<file path="config.mk">
export PLATFORM = sky130hd
export DESIGN_NAME = zynq_shell_top
export DESIGN_NICKNAME = d
export VERILOG_FILES = /design/src/zynq_shell_pkg.sv /design/src/axil_slave_port.sv /design/src/shell_csr_bank.sv /design/src/mailbox_fifo.sv /design/src/dram_addr_xlate.sv /design/src/zynq_shell_top.sv
export SDC_FILE = /design/constraint.sdc
export NUM_CORES = 1
export LEC_CHECK = 0
export BUFFER_PORTS_ARGS = -buffer_cell sky130_fd_sc_hd__buf_2
export CAP_MARGIN = 20
export CORE_MARGIN = 1.5
export CORE_UTILIZATION = 26
export DETAILED_ROUTE_END_ITERATION = 7
export SKIP_LAST_GASP = 1
export SLEW_MARGIN = 10
export SYNTH_ARGS = -nofsm -noshare
export SYNTH_HDL_FRONTEND = slang
export SYNTH_SLANG_ARGS = --single-unit
</file>
<file path="constraint.sdc">
create_clock -name aclk -period 5.06 [get_ports aclk]
set_input_delay 1.265 -clock aclk [delete_from_list [all_inputs] [get_ports aclk]]
set_output_delay 1.265 -clock aclk [all_outputs]
set_load 0.01 [all_outputs]
</file>
<file path="src/zynq_shell_pkg.sv">
package zynq_shell_pkg;

   // host bus
   localparam int AXIL_ADDR_W = 10;
   localparam int AXIL_DATA_W = 32;
   localparam int REG_WORD_W  = AXIL_ADDR_W - 2;

   // mailboxes
   localparam int FIFO_DEPTH    = 4;
   localparam int FIFO_PTR_W    = $clog2(FIFO_DEPTH);
   localparam int FIFO_CNT_W    = 3;
   localparam int STAT_FIELD_W  = 8;

   // dram side
   localparam int DRAM_ADDR_W = 32;
   localparam logic [DRAM_ADDR_W-1:0] CORE_DRAM_BASE = 32'h8000_0000;
   localparam int PROF_BITS   = 128;
   localparam int REGION_W    = $clog2(PROF_BITS);
   localparam int OFFSET_W    = DRAM_ADDR_W - 2 - REGION_W;

   //////////////////////////////////////////////////////////////////////
   // register map, byte offsets
   //////////////////////////////////////////////////////////////////////
   localparam logic [AXIL_ADDR_W-1:0] REG_CTRL      = 10'h000;
   localparam logic [AXIL_ADDR_W-1:0] REG_DRAM_INIT = 10'h004;
   localparam logic [AXIL_ADDR_W-1:0] REG_DRAM_BASE = 10'h008;
   localparam logic [AXIL_ADDR_W-1:0] REG_STATUS    = 10'h00C;
   localparam logic [AXIL_ADDR_W-1:0] REG_PROF0     = 10'h010;
   localparam logic [AXIL_ADDR_W-1:0] REG_PROF1     = 10'h014;
   localparam logic [AXIL_ADDR_W-1:0] REG_PROF2     = 10'h018;
   localparam logic [AXIL_ADDR_W-1:0] REG_PROF3     = 10'h01C;
   localparam logic [AXIL_ADDR_W-1:0] REG_TX_PUSH   = 10'h020;
   localparam logic [AXIL_ADDR_W-1:0] REG_RX_POP    = 10'h024;

   localparam logic [1:0] RESP_OKAY   = 2'd0;
   localparam logic [1:0] RESP_SLVERR = 2'd2;

   typedef struct packed {
      logic                   wr;
      logic                   rd;
      logic [REG_WORD_W-1:0]  word;
      logic [AXIL_DATA_W-1:0] wdata;
   } reg_req_t;

   typedef struct packed {
      logic [AXIL_DATA_W-1:0] rdata;
      logic                   err;
   } reg_rsp_t;

   // core address seen as profiler fields
   typedef struct packed {
      logic [1:0]          space;
      logic [REGION_W-1:0] region;
      logic [OFFSET_W-1:0] offset;
   } dram_addr_f_t;

   typedef union packed {
      logic [DRAM_ADDR_W-1:0] raw;
      dram_addr_f_t           f;
   } dram_addr_u;

   typedef struct packed {
      dram_addr_u addr;
      logic       we;
   } dram_req_t;

   typedef struct packed {
      logic [DRAM_ADDR_W-1:0] addr;
      logic                   we;
   } mem_req_t;

endpackage

</file>
<file path="src/axil_slave_port.sv">
`timescale 1ns/1ps

module axil_slave_port
   import zynq_shell_pkg::*;
(
   input  logic                   aclk,
   input  logic                   rst_i,
   input  logic [AXIL_ADDR_W-1:0] s_axil_awaddr_i,
   input  logic                   s_axil_awvalid_i,
   output logic                   s_axil_awready_o,
   input  logic [AXIL_DATA_W-1:0] s_axil_wdata_i,
   input  logic                   s_axil_wvalid_i,
   output logic                   s_axil_wready_o,
   output logic [1:0]             s_axil_bresp_o,
   output logic                   s_axil_bvalid_o,
   input  logic                   s_axil_bready_i,
   input  logic [AXIL_ADDR_W-1:0] s_axil_araddr_i,
   input  logic                   s_axil_arvalid_i,
   output logic                   s_axil_arready_o,
   output logic [AXIL_DATA_W-1:0] s_axil_rdata_o,
   output logic [1:0]             s_axil_rresp_o,
   output logic                   s_axil_rvalid_o,
   input  logic                   s_axil_rready_i,
   output reg_req_t               req_o,
   input  reg_rsp_t               rsp_i
);

   logic                   wr_go;
   logic                   rd_go;
   logic                   bvalid_r;
   logic                   rvalid_r;
   logic [1:0]             bresp_r;
   logic [1:0]             rresp_r;
   logic [AXIL_DATA_W-1:0] rdata_r;

   // aw and w are taken together once the b channel is free
   assign wr_go = s_axil_awvalid_i & s_axil_wvalid_i & ~bvalid_r;
   // the bank serves one access per cycle so a read yields to a write
   assign rd_go = s_axil_arvalid_i & ~rvalid_r & ~wr_go;

   assign s_axil_awready_o = wr_go;
   assign s_axil_wready_o  = wr_go;
   assign s_axil_arready_o = rd_go;

   assign req_o = '{
      wr:    wr_go,
      rd:    rd_go,
      word:  wr_go ? s_axil_awaddr_i[AXIL_ADDR_W-1:2] : s_axil_araddr_i[AXIL_ADDR_W-1:2],
      wdata: s_axil_wdata_i
   };

   //////////////////////////////////////////////////////////////////////
   // write response
   //////////////////////////////////////////////////////////////////////
   always_ff @(posedge aclk)
   begin
      if (rst_i)
         bvalid_r <= 1'b0;
      else if (wr_go)
         bvalid_r <= 1'b1;
      else if (s_axil_bready_i)
         bvalid_r <= 1'b0;
   end

   always_ff @(posedge aclk)
   begin
      if (wr_go)
         bresp_r <= rsp_i.err ? RESP_SLVERR : RESP_OKAY;
   end

   //////////////////////////////////////////////////////////////////////
   // read response
   //////////////////////////////////////////////////////////////////////
   always_ff @(posedge aclk)
   begin
      if (rst_i)
         rvalid_r <= 1'b0;
      else if (rd_go)
         rvalid_r <= 1'b1;
      else if (s_axil_rready_i)
         rvalid_r <= 1'b0;
   end

   // data and code captured at the ar handshake
   always_ff @(posedge aclk)
   begin
      if (rd_go)
      begin
         rdata_r <= rsp_i.rdata;
         rresp_r <= rsp_i.err ? RESP_SLVERR : RESP_OKAY;
      end
   end

   assign s_axil_bvalid_o = bvalid_r;
   assign s_axil_bresp_o  = bresp_r;
   assign s_axil_rvalid_o = rvalid_r;
   assign s_axil_rresp_o  = rresp_r;
   assign s_axil_rdata_o  = rdata_r;

endmodule

</file>
<file path="src/shell_csr_bank.sv">
`timescale 1ns/1ps

module shell_csr_bank
   import zynq_shell_pkg::*;
(
   input  logic                   aclk,
   input  logic                   rst_i,
   input  reg_req_t               req_i,
   output reg_rsp_t               rsp_o,
   output logic                   run_o,
   output logic                   dram_init_o,
   output logic [DRAM_ADDR_W-1:0] dram_base_o,
   input  logic [PROF_BITS-1:0]   prof_i,
   output logic                   tx_push_o,
   output logic [AXIL_DATA_W-1:0] tx_wdata_o,
   input  logic                   tx_full_i,
   input  logic [FIFO_CNT_W-1:0]  tx_count_i,
   output logic                   rx_pop_o,
   input  logic [AXIL_DATA_W-1:0] rx_head_i,
   input  logic                   rx_empty_i,
   input  logic [FIFO_CNT_W-1:0]  rx_count_i
);

   logic [AXIL_ADDR_W-1:0] reg_addr;
   logic [AXIL_DATA_W-1:0] status_w;
   logic                   run_r;
   logic                   dram_init_r;
   logic [DRAM_ADDR_W-1:0] dram_base_r;
   logic                   ctrl_we;
   logic                   init_we;
   logic                   base_we;

   assign reg_addr = {req_i.word, 2'b00};

   // rx count low byte, tx count next byte
   assign status_w = {{(AXIL_DATA_W-2*STAT_FIELD_W){1'b0}},
                      {(STAT_FIELD_W-FIFO_CNT_W){1'b0}}, tx_count_i,
                      {(STAT_FIELD_W-FIFO_CNT_W){1'b0}}, rx_count_i};

   //////////////////////////////////////////////////////////////////////
   // decode and read mux
   //////////////////////////////////////////////////////////////////////
   always_comb
   begin
      rsp_o.rdata = '0;
      rsp_o.err   = 1'b0;
      ctrl_we     = 1'b0;
      init_we     = 1'b0;
      base_we     = 1'b0;
      tx_push_o   = 1'b0;
      rx_pop_o    = 1'b0;
      case (reg_addr)
         REG_CTRL:
         begin
            rsp_o.rdata = {{(AXIL_DATA_W-1){1'b0}}, run_r};
            ctrl_we     = req_i.wr;
         end
         REG_DRAM_INIT:
         begin
            rsp_o.rdata = {{(AXIL_DATA_W-1){1'b0}}, dram_init_r};
            init_we     = req_i.wr;
         end
         REG_DRAM_BASE:
         begin
            rsp_o.rdata = dram_base_r;
            base_we     = req_i.wr;
         end
         REG_STATUS:
         begin
            rsp_o.rdata = status_w;
            rsp_o.err   = req_i.wr;
         end
         REG_PROF0, REG_PROF1, REG_PROF2, REG_PROF3:
         begin
            // word index picks the 32 bit slice, low word first
            rsp_o.rdata = prof_i[reg_addr[3:2]*AXIL_DATA_W +: AXIL_DATA_W];
            rsp_o.err   = req_i.wr;
         end
         REG_TX_PUSH:
         begin
            rsp_o.err = req_i.rd | (req_i.wr & tx_full_i);
            tx_push_o = req_i.wr & ~tx_full_i;
         end
         REG_RX_POP:
         begin
            rsp_o.rdata = rx_empty_i ? '0 : rx_head_i;
            rsp_o.err   = req_i.wr | (req_i.rd & rx_empty_i);
            rx_pop_o    = req_i.rd & ~rx_empty_i;
         end
         default:
            rsp_o.err = 1'b1;
      endcase
   end

   // control registers survive the soft reset
   always_ff @(posedge aclk)
   begin
      if (rst_i)
      begin
         run_r       <= 1'b0;
         dram_init_r <= 1'b0;
         dram_base_r <= '0;
      end
      else
      begin
         if (ctrl_we)
            run_r <= req_i.wdata[0];
         if (init_we)
            dram_init_r <= req_i.wdata[0];
         if (base_we)
            dram_base_r <= req_i.wdata;
      end
   end

   assign run_o       = run_r;
   assign dram_init_o = dram_init_r;
   assign dram_base_o = dram_base_r;
   assign tx_wdata_o  = req_i.wdata;

endmodule

</file>
<file path="src/mailbox_fifo.sv">
`timescale 1ns/1ps

module mailbox_fifo
   import zynq_shell_pkg::*;
(
   input  logic                   aclk,
   input  logic                   rst_i,
   input  logic                   push_i,
   input  logic [AXIL_DATA_W-1:0] wdata_i,
   input  logic                   pop_i,
   output logic [AXIL_DATA_W-1:0] rdata_o,
   output logic                   full_o,
   output logic                   empty_o,
   output logic [FIFO_CNT_W-1:0]  count_o
);

   logic [AXIL_DATA_W-1:0] mem_r [FIFO_DEPTH];
   logic [FIFO_PTR_W-1:0]  wr_ptr_r;
   logic [FIFO_PTR_W-1:0]  rd_ptr_r;
   logic [FIFO_CNT_W-1:0]  count_r;
   logic                   do_push;
   logic                   do_pop;

   function automatic logic [FIFO_PTR_W-1:0] ptr_next(input logic [FIFO_PTR_W-1:0] p);
      if (p == FIFO_PTR_W'(FIFO_DEPTH-1))
         return '0;
      return p + 1'b1;
   endfunction

   assign full_o  = (count_r == FIFO_CNT_W'(FIFO_DEPTH));
   assign empty_o = (count_r == '0);
   // push on full and pop on empty are dropped
   assign do_push = push_i & ~full_o;
   assign do_pop  = pop_i & ~empty_o;

   always_ff @(posedge aclk)
   begin
      if (do_push)
         mem_r[wr_ptr_r] <= wdata_i;
   end

   always_ff @(posedge aclk)
   begin
      if (rst_i)
      begin
         wr_ptr_r <= '0;
         rd_ptr_r <= '0;
         count_r  <= '0;
      end
      else
      begin
         if (do_push)
            wr_ptr_r <= ptr_next(wr_ptr_r);
         if (do_pop)
            rd_ptr_r <= ptr_next(rd_ptr_r);
         if (do_push & ~do_pop)
            count_r <= count_r + 1'b1;
         else if (do_pop & ~do_push)
            count_r <= count_r - 1'b1;
      end
   end

   assign rdata_o = mem_r[rd_ptr_r];
   assign count_o = count_r;

endmodule

</file>
<file path="src/dram_addr_xlate.sv">
`timescale 1ns/1ps

module dram_addr_xlate
   import zynq_shell_pkg::*;
(
   input  logic                   aclk,
   input  logic                   rst_i,
   input  logic                   enable_i,
   input  logic [DRAM_ADDR_W-1:0] dram_base_i,
   input  dram_req_t              req_i,
   input  logic                   req_valid_i,
   output logic                   req_ready_o,
   output mem_req_t               mem_o,
   output logic                   mem_valid_o,
   input  logic                   mem_ready_i,
   output logic [PROF_BITS-1:0]   prof_o
);

   logic [PROF_BITS-1:0] prof_r;
   logic                 accept;

   // nothing moves until the host has allocated dram and released the core side
   assign mem_valid_o = req_valid_i & enable_i;
   assign req_ready_o = mem_ready_i & enable_i;
   assign accept      = mem_valid_o & mem_ready_i;

   //////////////////////////////////////////////////////////////////////
   // core space to host space
   //////////////////////////////////////////////////////////////////////
   // flip the top bit to strip the core dram base, then offset into the host buffer
   assign mem_o = '{
      addr: (req_i.addr.raw ^ CORE_DRAM_BASE) + dram_base_i,
      we:   req_i.we
   };

   // one sticky bit per region touched
   always_ff @(posedge aclk)
   begin
      if (rst_i)
         prof_r <= '0;
      else if (accept)
         prof_r[req_i.addr.f.region] <= 1'b1;
   end

   assign prof_o = prof_r;

endmodule

</file>
<file path="src/zynq_shell_top.sv">
`timescale 1ns/1ps

module zynq_shell_top
   import zynq_shell_pkg::*;
(
   input  logic                   aclk,
   input  logic                   rst_i,
   input  logic [AXIL_ADDR_W-1:0] s_axil_awaddr_i,
   input  logic                   s_axil_awvalid_i,
   output logic                   s_axil_awready_o,
   input  logic [AXIL_DATA_W-1:0] s_axil_wdata_i,
   input  logic                   s_axil_wvalid_i,
   output logic                   s_axil_wready_o,
   output logic [1:0]             s_axil_bresp_o,
   output logic                   s_axil_bvalid_o,
   input  logic                   s_axil_bready_i,
   input  logic [AXIL_ADDR_W-1:0] s_axil_araddr_i,
   input  logic                   s_axil_arvalid_i,
   output logic                   s_axil_arready_o,
   output logic [AXIL_DATA_W-1:0] s_axil_rdata_o,
   output logic [1:0]             s_axil_rresp_o,
   output logic                   s_axil_rvalid_o,
   input  logic                   s_axil_rready_i,
   output logic [AXIL_DATA_W-1:0] tx_data_o,
   output logic                   tx_valid_o,
   input  logic                   tx_ready_i,
   input  logic [AXIL_DATA_W-1:0] rx_data_i,
   input  logic                   rx_valid_i,
   output logic                   rx_ready_o,
   input  dram_req_t              req_i,
   input  logic                   req_valid_i,
   output logic                   req_ready_o,
   output mem_req_t               mem_o,
   output logic                   mem_valid_o,
   input  logic                   mem_ready_i
);

   reg_req_t               reg_req;
   reg_rsp_t               reg_rsp;
   logic                   run;
   logic                   dram_init;
   logic [DRAM_ADDR_W-1:0] dram_base;
   logic [PROF_BITS-1:0]   prof;
   logic                   soft_rst;
   logic                   tx_push;
   logic [AXIL_DATA_W-1:0] tx_wdata;
   logic                   tx_full;
   logic                   tx_empty;
   logic [FIFO_CNT_W-1:0]  tx_count;
   logic                   rx_pop;
   logic [AXIL_DATA_W-1:0] rx_head;
   logic                   rx_full;
   logic                   rx_empty;
   logic [FIFO_CNT_W-1:0]  rx_count;

   // run bit is active-low system reset for everything but the registers
   assign soft_rst = rst_i | ~run;

   //////////////////////////////////////////////////////////////////////
   // host register path
   //////////////////////////////////////////////////////////////////////
   axil_slave_port u_axil
   (
      .*,
      .req_o (reg_req),
      .rsp_i (reg_rsp)
   );

   shell_csr_bank u_csr
   (
      .aclk        (aclk),
      .rst_i       (rst_i),
      .req_i       (reg_req),
      .rsp_o       (reg_rsp),
      .run_o       (run),
      .dram_init_o (dram_init),
      .dram_base_o (dram_base),
      .prof_i      (prof),
      .tx_push_o   (tx_push),
      .tx_wdata_o  (tx_wdata),
      .tx_full_i   (tx_full),
      .tx_count_i  (tx_count),
      .rx_pop_o    (rx_pop),
      .rx_head_i   (rx_head),
      .rx_empty_i  (rx_empty),
      .rx_count_i  (rx_count)
   );

   //////////////////////////////////////////////////////////////////////
   // mailboxes
   //////////////////////////////////////////////////////////////////////
   assign tx_valid_o = ~tx_empty;
   assign rx_ready_o = ~rx_full;

   mailbox_fifo u_tx_fifo
   (
      .aclk    (aclk),
      .rst_i   (soft_rst),
      .push_i  (tx_push),
      .wdata_i (tx_wdata),
      .pop_i   (tx_valid_o & tx_ready_i),
      .rdata_o (tx_data_o),
      .full_o  (tx_full),
      .empty_o (tx_empty),
      .count_o (tx_count)
   );

   mailbox_fifo u_rx_fifo
   (
      .aclk    (aclk),
      .rst_i   (soft_rst),
      .push_i  (rx_valid_i & rx_ready_o),
      .wdata_i (rx_data_i),
      .pop_i   (rx_pop),
      .rdata_o (rx_head),
      .full_o  (rx_full),
      .empty_o (rx_empty),
      .count_o (rx_count)
   );

   // dram requests pass only once the host buffer exists
   dram_addr_xlate u_xlate
   (
      .aclk        (aclk),
      .rst_i       (soft_rst),
      .enable_i    (dram_init & run),
      .dram_base_i (dram_base),
      .req_i       (req_i),
      .req_valid_i (req_valid_i),
      .req_ready_o (req_ready_o),
      .mem_o       (mem_o),
      .mem_valid_o (mem_valid_o),
      .mem_ready_i (mem_ready_i),
      .prof_o      (prof)
   );

endmodule

</file>
==> results.py <==
metrics = {
    "route": {
        "drt-initial-drc-count": 971,
        "dr.pass1.iters": 5,
        "wl_met2_um": 27800,
        "wl_per_cell_um": 20.4,
        "wl_met1_um": 22100,
        "highest_layer": "met5",
        "postRouteWirelength_um": 56200,
        "drc": 0,
        "vias": 13200,
        "wl_met3_um": 3480,
        "drtAntennaViolNets": 0,
        "vias_per_cell": 4.81,
    },
    "global_routing": {
        "grt_max_degree": 80,
        "grt.total_usage_pct": 14.2,
        "grt_pass1_wl_um": 82000,
        "first_global_vias": 13100,
        "antenna_found_initial": 11,
        "gr-total-overflow": 0,
    },
    "setup_path": {
        "r2r-start": "u_axil.s_axil_bvalid_o",
        "end_kind": "primary output",
        "r2r_cells": 8,
        "crit_path_cell_trace": "buf_2 -> ha_1 -> inv_1 -> fa_1 -> nor2b_1 -> o31a_1 -> o31ai_1 -> buf_4 -> nor2b_1 -> o21bai_1 -> a21oi_1 -> xnor2_1 -> buf_2",
        "cpMaxStageDelayCell": "o31ai_1",
        "crit_path_max_incr_delay_ns": 0.36,
        "path_max_fanout": 3,
        "cp.required_ns": 3.80,
        "reg2reg_to": "u_axil.s_axil_rdata_o[30]",
        "r2r_setup_slack_ns": 1.89,
        "criticalPathCategory": "in -> out",
        "start_kind": "input pin",
        "crit_arrival_ns": 3.60,
    },
    "cts": {
        "htreeDepth": 2,
        "cts_hold_buf": 0,
        "clkSinkCount": 472,
        "cts_buffers": 47,
        "clk_pin_slew_ns": 0.06,
        "cts_resized": 0,
        "clock_latency_ns": 0.60,
        "postCtsSetupBuffers": 0,
        "clockRootBuffer": "clkbuf_16",
        "tritoncts": "built",
        "clock_path_buffers": 3,
    },
    "hold_path": {
        "min_path_cells": 2,
        "hold_path.class": "reg -> reg",
        "min_from": "u_xlate.prof_o[67]",
        "hold_end": "u_xlate.prof_o[67]",
    },
    "power": {
        "power_frac_clock_pct": 45.0,
        "cell_internal_pwr_mw": 6.36,
        "p_sw_share_pct": 21.4,
        "seqPwrFrac_pct": 50.9,
        "peakVddDrop_uv": 282,
        "p_comb_share_pct": 4.1,
        "leakage_nw": 8.23,
        "p_per_area_nw_per_um2": 343,
        "net-switching-power_mw": 1.73,
    },
    "timing": {
        "fmax_mhz": 206,
        "timing.hold.ws_ns": 0.464,
        "fin_crit_ns": 4.86,
        "tightestPinTransition_ns": 1.11,
        "relSlewSlack_pct": 25.7,
        "finClkSkew_ns": 0.0222,
        "rsz0062_at_grt": "false",
        "timing.final.crit_share_pct": 96.1,
        "final_max_slew_viol_count": 0,
        "hold_violations": 0,
        "setup_viol": 0,
        "setup_slack_ns": 0.198,
        "tns_ns": 0,
    },
    "die": {
        "die_area_um2": 77000,
        "core-area_um2": 74600,
        "die_w_um": 278,
        "initial_core_util_pct": 26.3,
        "num_rows": 100,
        "die_y_um": 278,
        "ios": 238,
    },
    "logic_synthesis": {
        "yosysMostFrequentCell": "edfxtp_1",
        "synth_area_leaders": "edfxtp_1 (44%), dfxtp_1 (19%), mux4_2 (11%)",
        "yosysTopAreaCell": "edfxtp_1",
        "synth_edf_count": 290,
        "postSynthCellCount": 1497,
        "synth_top_area_share_pct": 44.4,
        "synthFlopType": "edfxtp_1",
        "synth.yosys.seq_area_share_pct": 63.0,
        "ys_seq_elements": 472,
        "yosysWarnings": 0,
        "avgSynthCellArea_um2": 13.1,
        "netlist_area_um2": 19600,
        "async_reset_ff_share_pct": 0,
        "synth_cell_types": 61,
        "synthTopCellsByCount": "edfxtp_1 (290), a21oi_1 (201), nor2_1 (183)",
    },
    "placed_design": {
        "hpwl_um": 39800,
        "routabilityCongestion": 0.843,
        "portBuffers": 229,
        "pre_cts_slack_ns": 0.238,
    },
    "status": {
        "status": "complete, no violations",
    },
    "run": {
        "cap_violations": 0,
    },
    "cells_and_area": {
        "regArea_um2": 12400,
        "fillCellCount": 7339,
        "area_delta_synth_final_pct": 20.5,
        "drive_gt1_share_pct": 25.9,
        "fin_nets": 1913,
        "multi_input_comb_area_um2": 6890,
    },
}
==> metal layers <==
metal / vias up / GRT usage, %
met3: 109 / 2.87
met4: 10 / 7.06
li1: 6069 / -
met5: - / 0
met2: 459 / 24.2
met1: 6592 / 16.9
==> cell families after synthesis <==
| group | Yosys count | share of synthesized area (%) |
|---|---|---|
| AOI/OAI and AO/OA | 316 | 9.21 |
| adders and majority gates | 46 | 3.05 |
| other | 1 | 0.0191 |
| xor gates and xnor gates | 30 | 1.34 |
| buffers and inverters | 100 | 2.07 |
| and+or+nand+nor | 420 | 9.35 |
| DFF | 472 | 63.0 |
| muxes | 112 | 11.9 |
==> worst max path at each step <==
stage | start | to | slack [ns] | cells after the start
detailed placement | req_i[1] | mem_o[13] | 0.24 | 13
global placement | req_i[1] | mem_o[25] | 0.26 | 12
CTS | req_i[1] | mem_o[13] | 0.21 | 13
finish | req_i[1] | mem_o[13] | 0.20 | 13
floorplan | req_i[1] | mem_o[25] | 0.62 | 10
global route | req_i[1] | mem_o[29] | 0.01 | 13
==> cell usage in the layout, fill, tap and decap left out, drive strengths merged, types with 3 or more instances in the layout <==
cell	synthesis	final
edfxtp	290	290
buf	28	263
a21oi	201	201
nor2	183	183
dfxtp	182	182
nand2	148	148
mux4	97	97
clkbuf	45	62
ha	43	43
inv	27	33
a22oi	32	32
o21ai	28	28
xnor2	18	18
nor3	17	17
mux2i	13	13
xor2	12	12
clkinv	0	12
a21o	11	11
and2	10	10
nand2b	10	10
nand3	9	9
o21a	9	9
diode	0	8
nor4	8	8
and3	8	8
bufinv	0	7
nor2b	6	6
o21bai	6	6
a31oi	6	6
nand4	5	5
or3	5	5
a21boi	4	4
nor3b	3	3
o31ai	3	3
a211oi	3	3
fa	3	3
==> power groups by stage <==
stage          clock (mW)  combinational (mW)  sequential [mW]
4_1_cts              3.70               0.331             4.12
2_1_floorplan           0               0.153             4.21
6_report             3.64               0.330             4.12
5_1_grt              3.84               0.355             4.12
3_5_place_dp            0               0.330             4.20
3_3_place_gp            0               0.321             4.20
==> stage by stage <==
stage	util (%)	area, um^2	total power, mW	cells
3_3_place_gp	29.4	21900	4.52	2650
4_1_cts	31.6	23600	8.15	2740
5_1_grt	31.7	23600	8.32	2752
3_5_place_dp	29.4	21900	4.53	2653
6_report	31.7	23600	8.09	2754
2_1_floorplan	-	19600	4.36	1498
==> sequential cells by signal, indices dropped and copies added (netlist names), named ones only <==
name,cells
u_csr.dram_init_o,1
u_csr.dram_base_o,32
u_axil.s_axil_rdata_o,32
u_rx_fifo.rd_ptr_r,2
u_csr.run_o,1
u_tx_fifo.count_o,3
u_axil.s_axil_bvalid_o,1
u_tx_fifo.rd_ptr_r,2
u_axil.s_axil_rvalid_o,1
u_tx_fifo.wr_ptr_r,2
u_tx_fifo.mem_r,128
u_xlate.prof_o,128
u_axil.s_axil_bresp_o,1
u_rx_fifo.count_o,3
u_rx_fifo.mem_r,128
u_rx_fifo.wr_ptr_r,2
u_axil.s_axil_rresp_o,1
==> final cells by class <==
| type | instances | area share, % |
|---|---|---|
| diodes | 8 | 0.0848 |
| clock buffers | 60 | 5.29 |
| clock inverters | 27 | 1.51 |
| inverters | 27 | 0.429 |
| multi-input cells | 926 | 29.2 |
| flip-flops and latches | 472 | 52.3 |
| well taps | 969 | 5.13 |
| repair buffers | 265 | 6.09 |
==> worst max-delay path: cells and delay by family <==
kind | cells | cell delay (ns)
xor gates and xnor gates | 1 | 0.18
and+or+nand+nor | 2 | 0.28
buffers and inverters | 4 | 0.54
AOI/OAI and AO/OA | 4 | 0.91
adders and majority gates | 2 | 0.42
(Power assumes the default switching activity.)
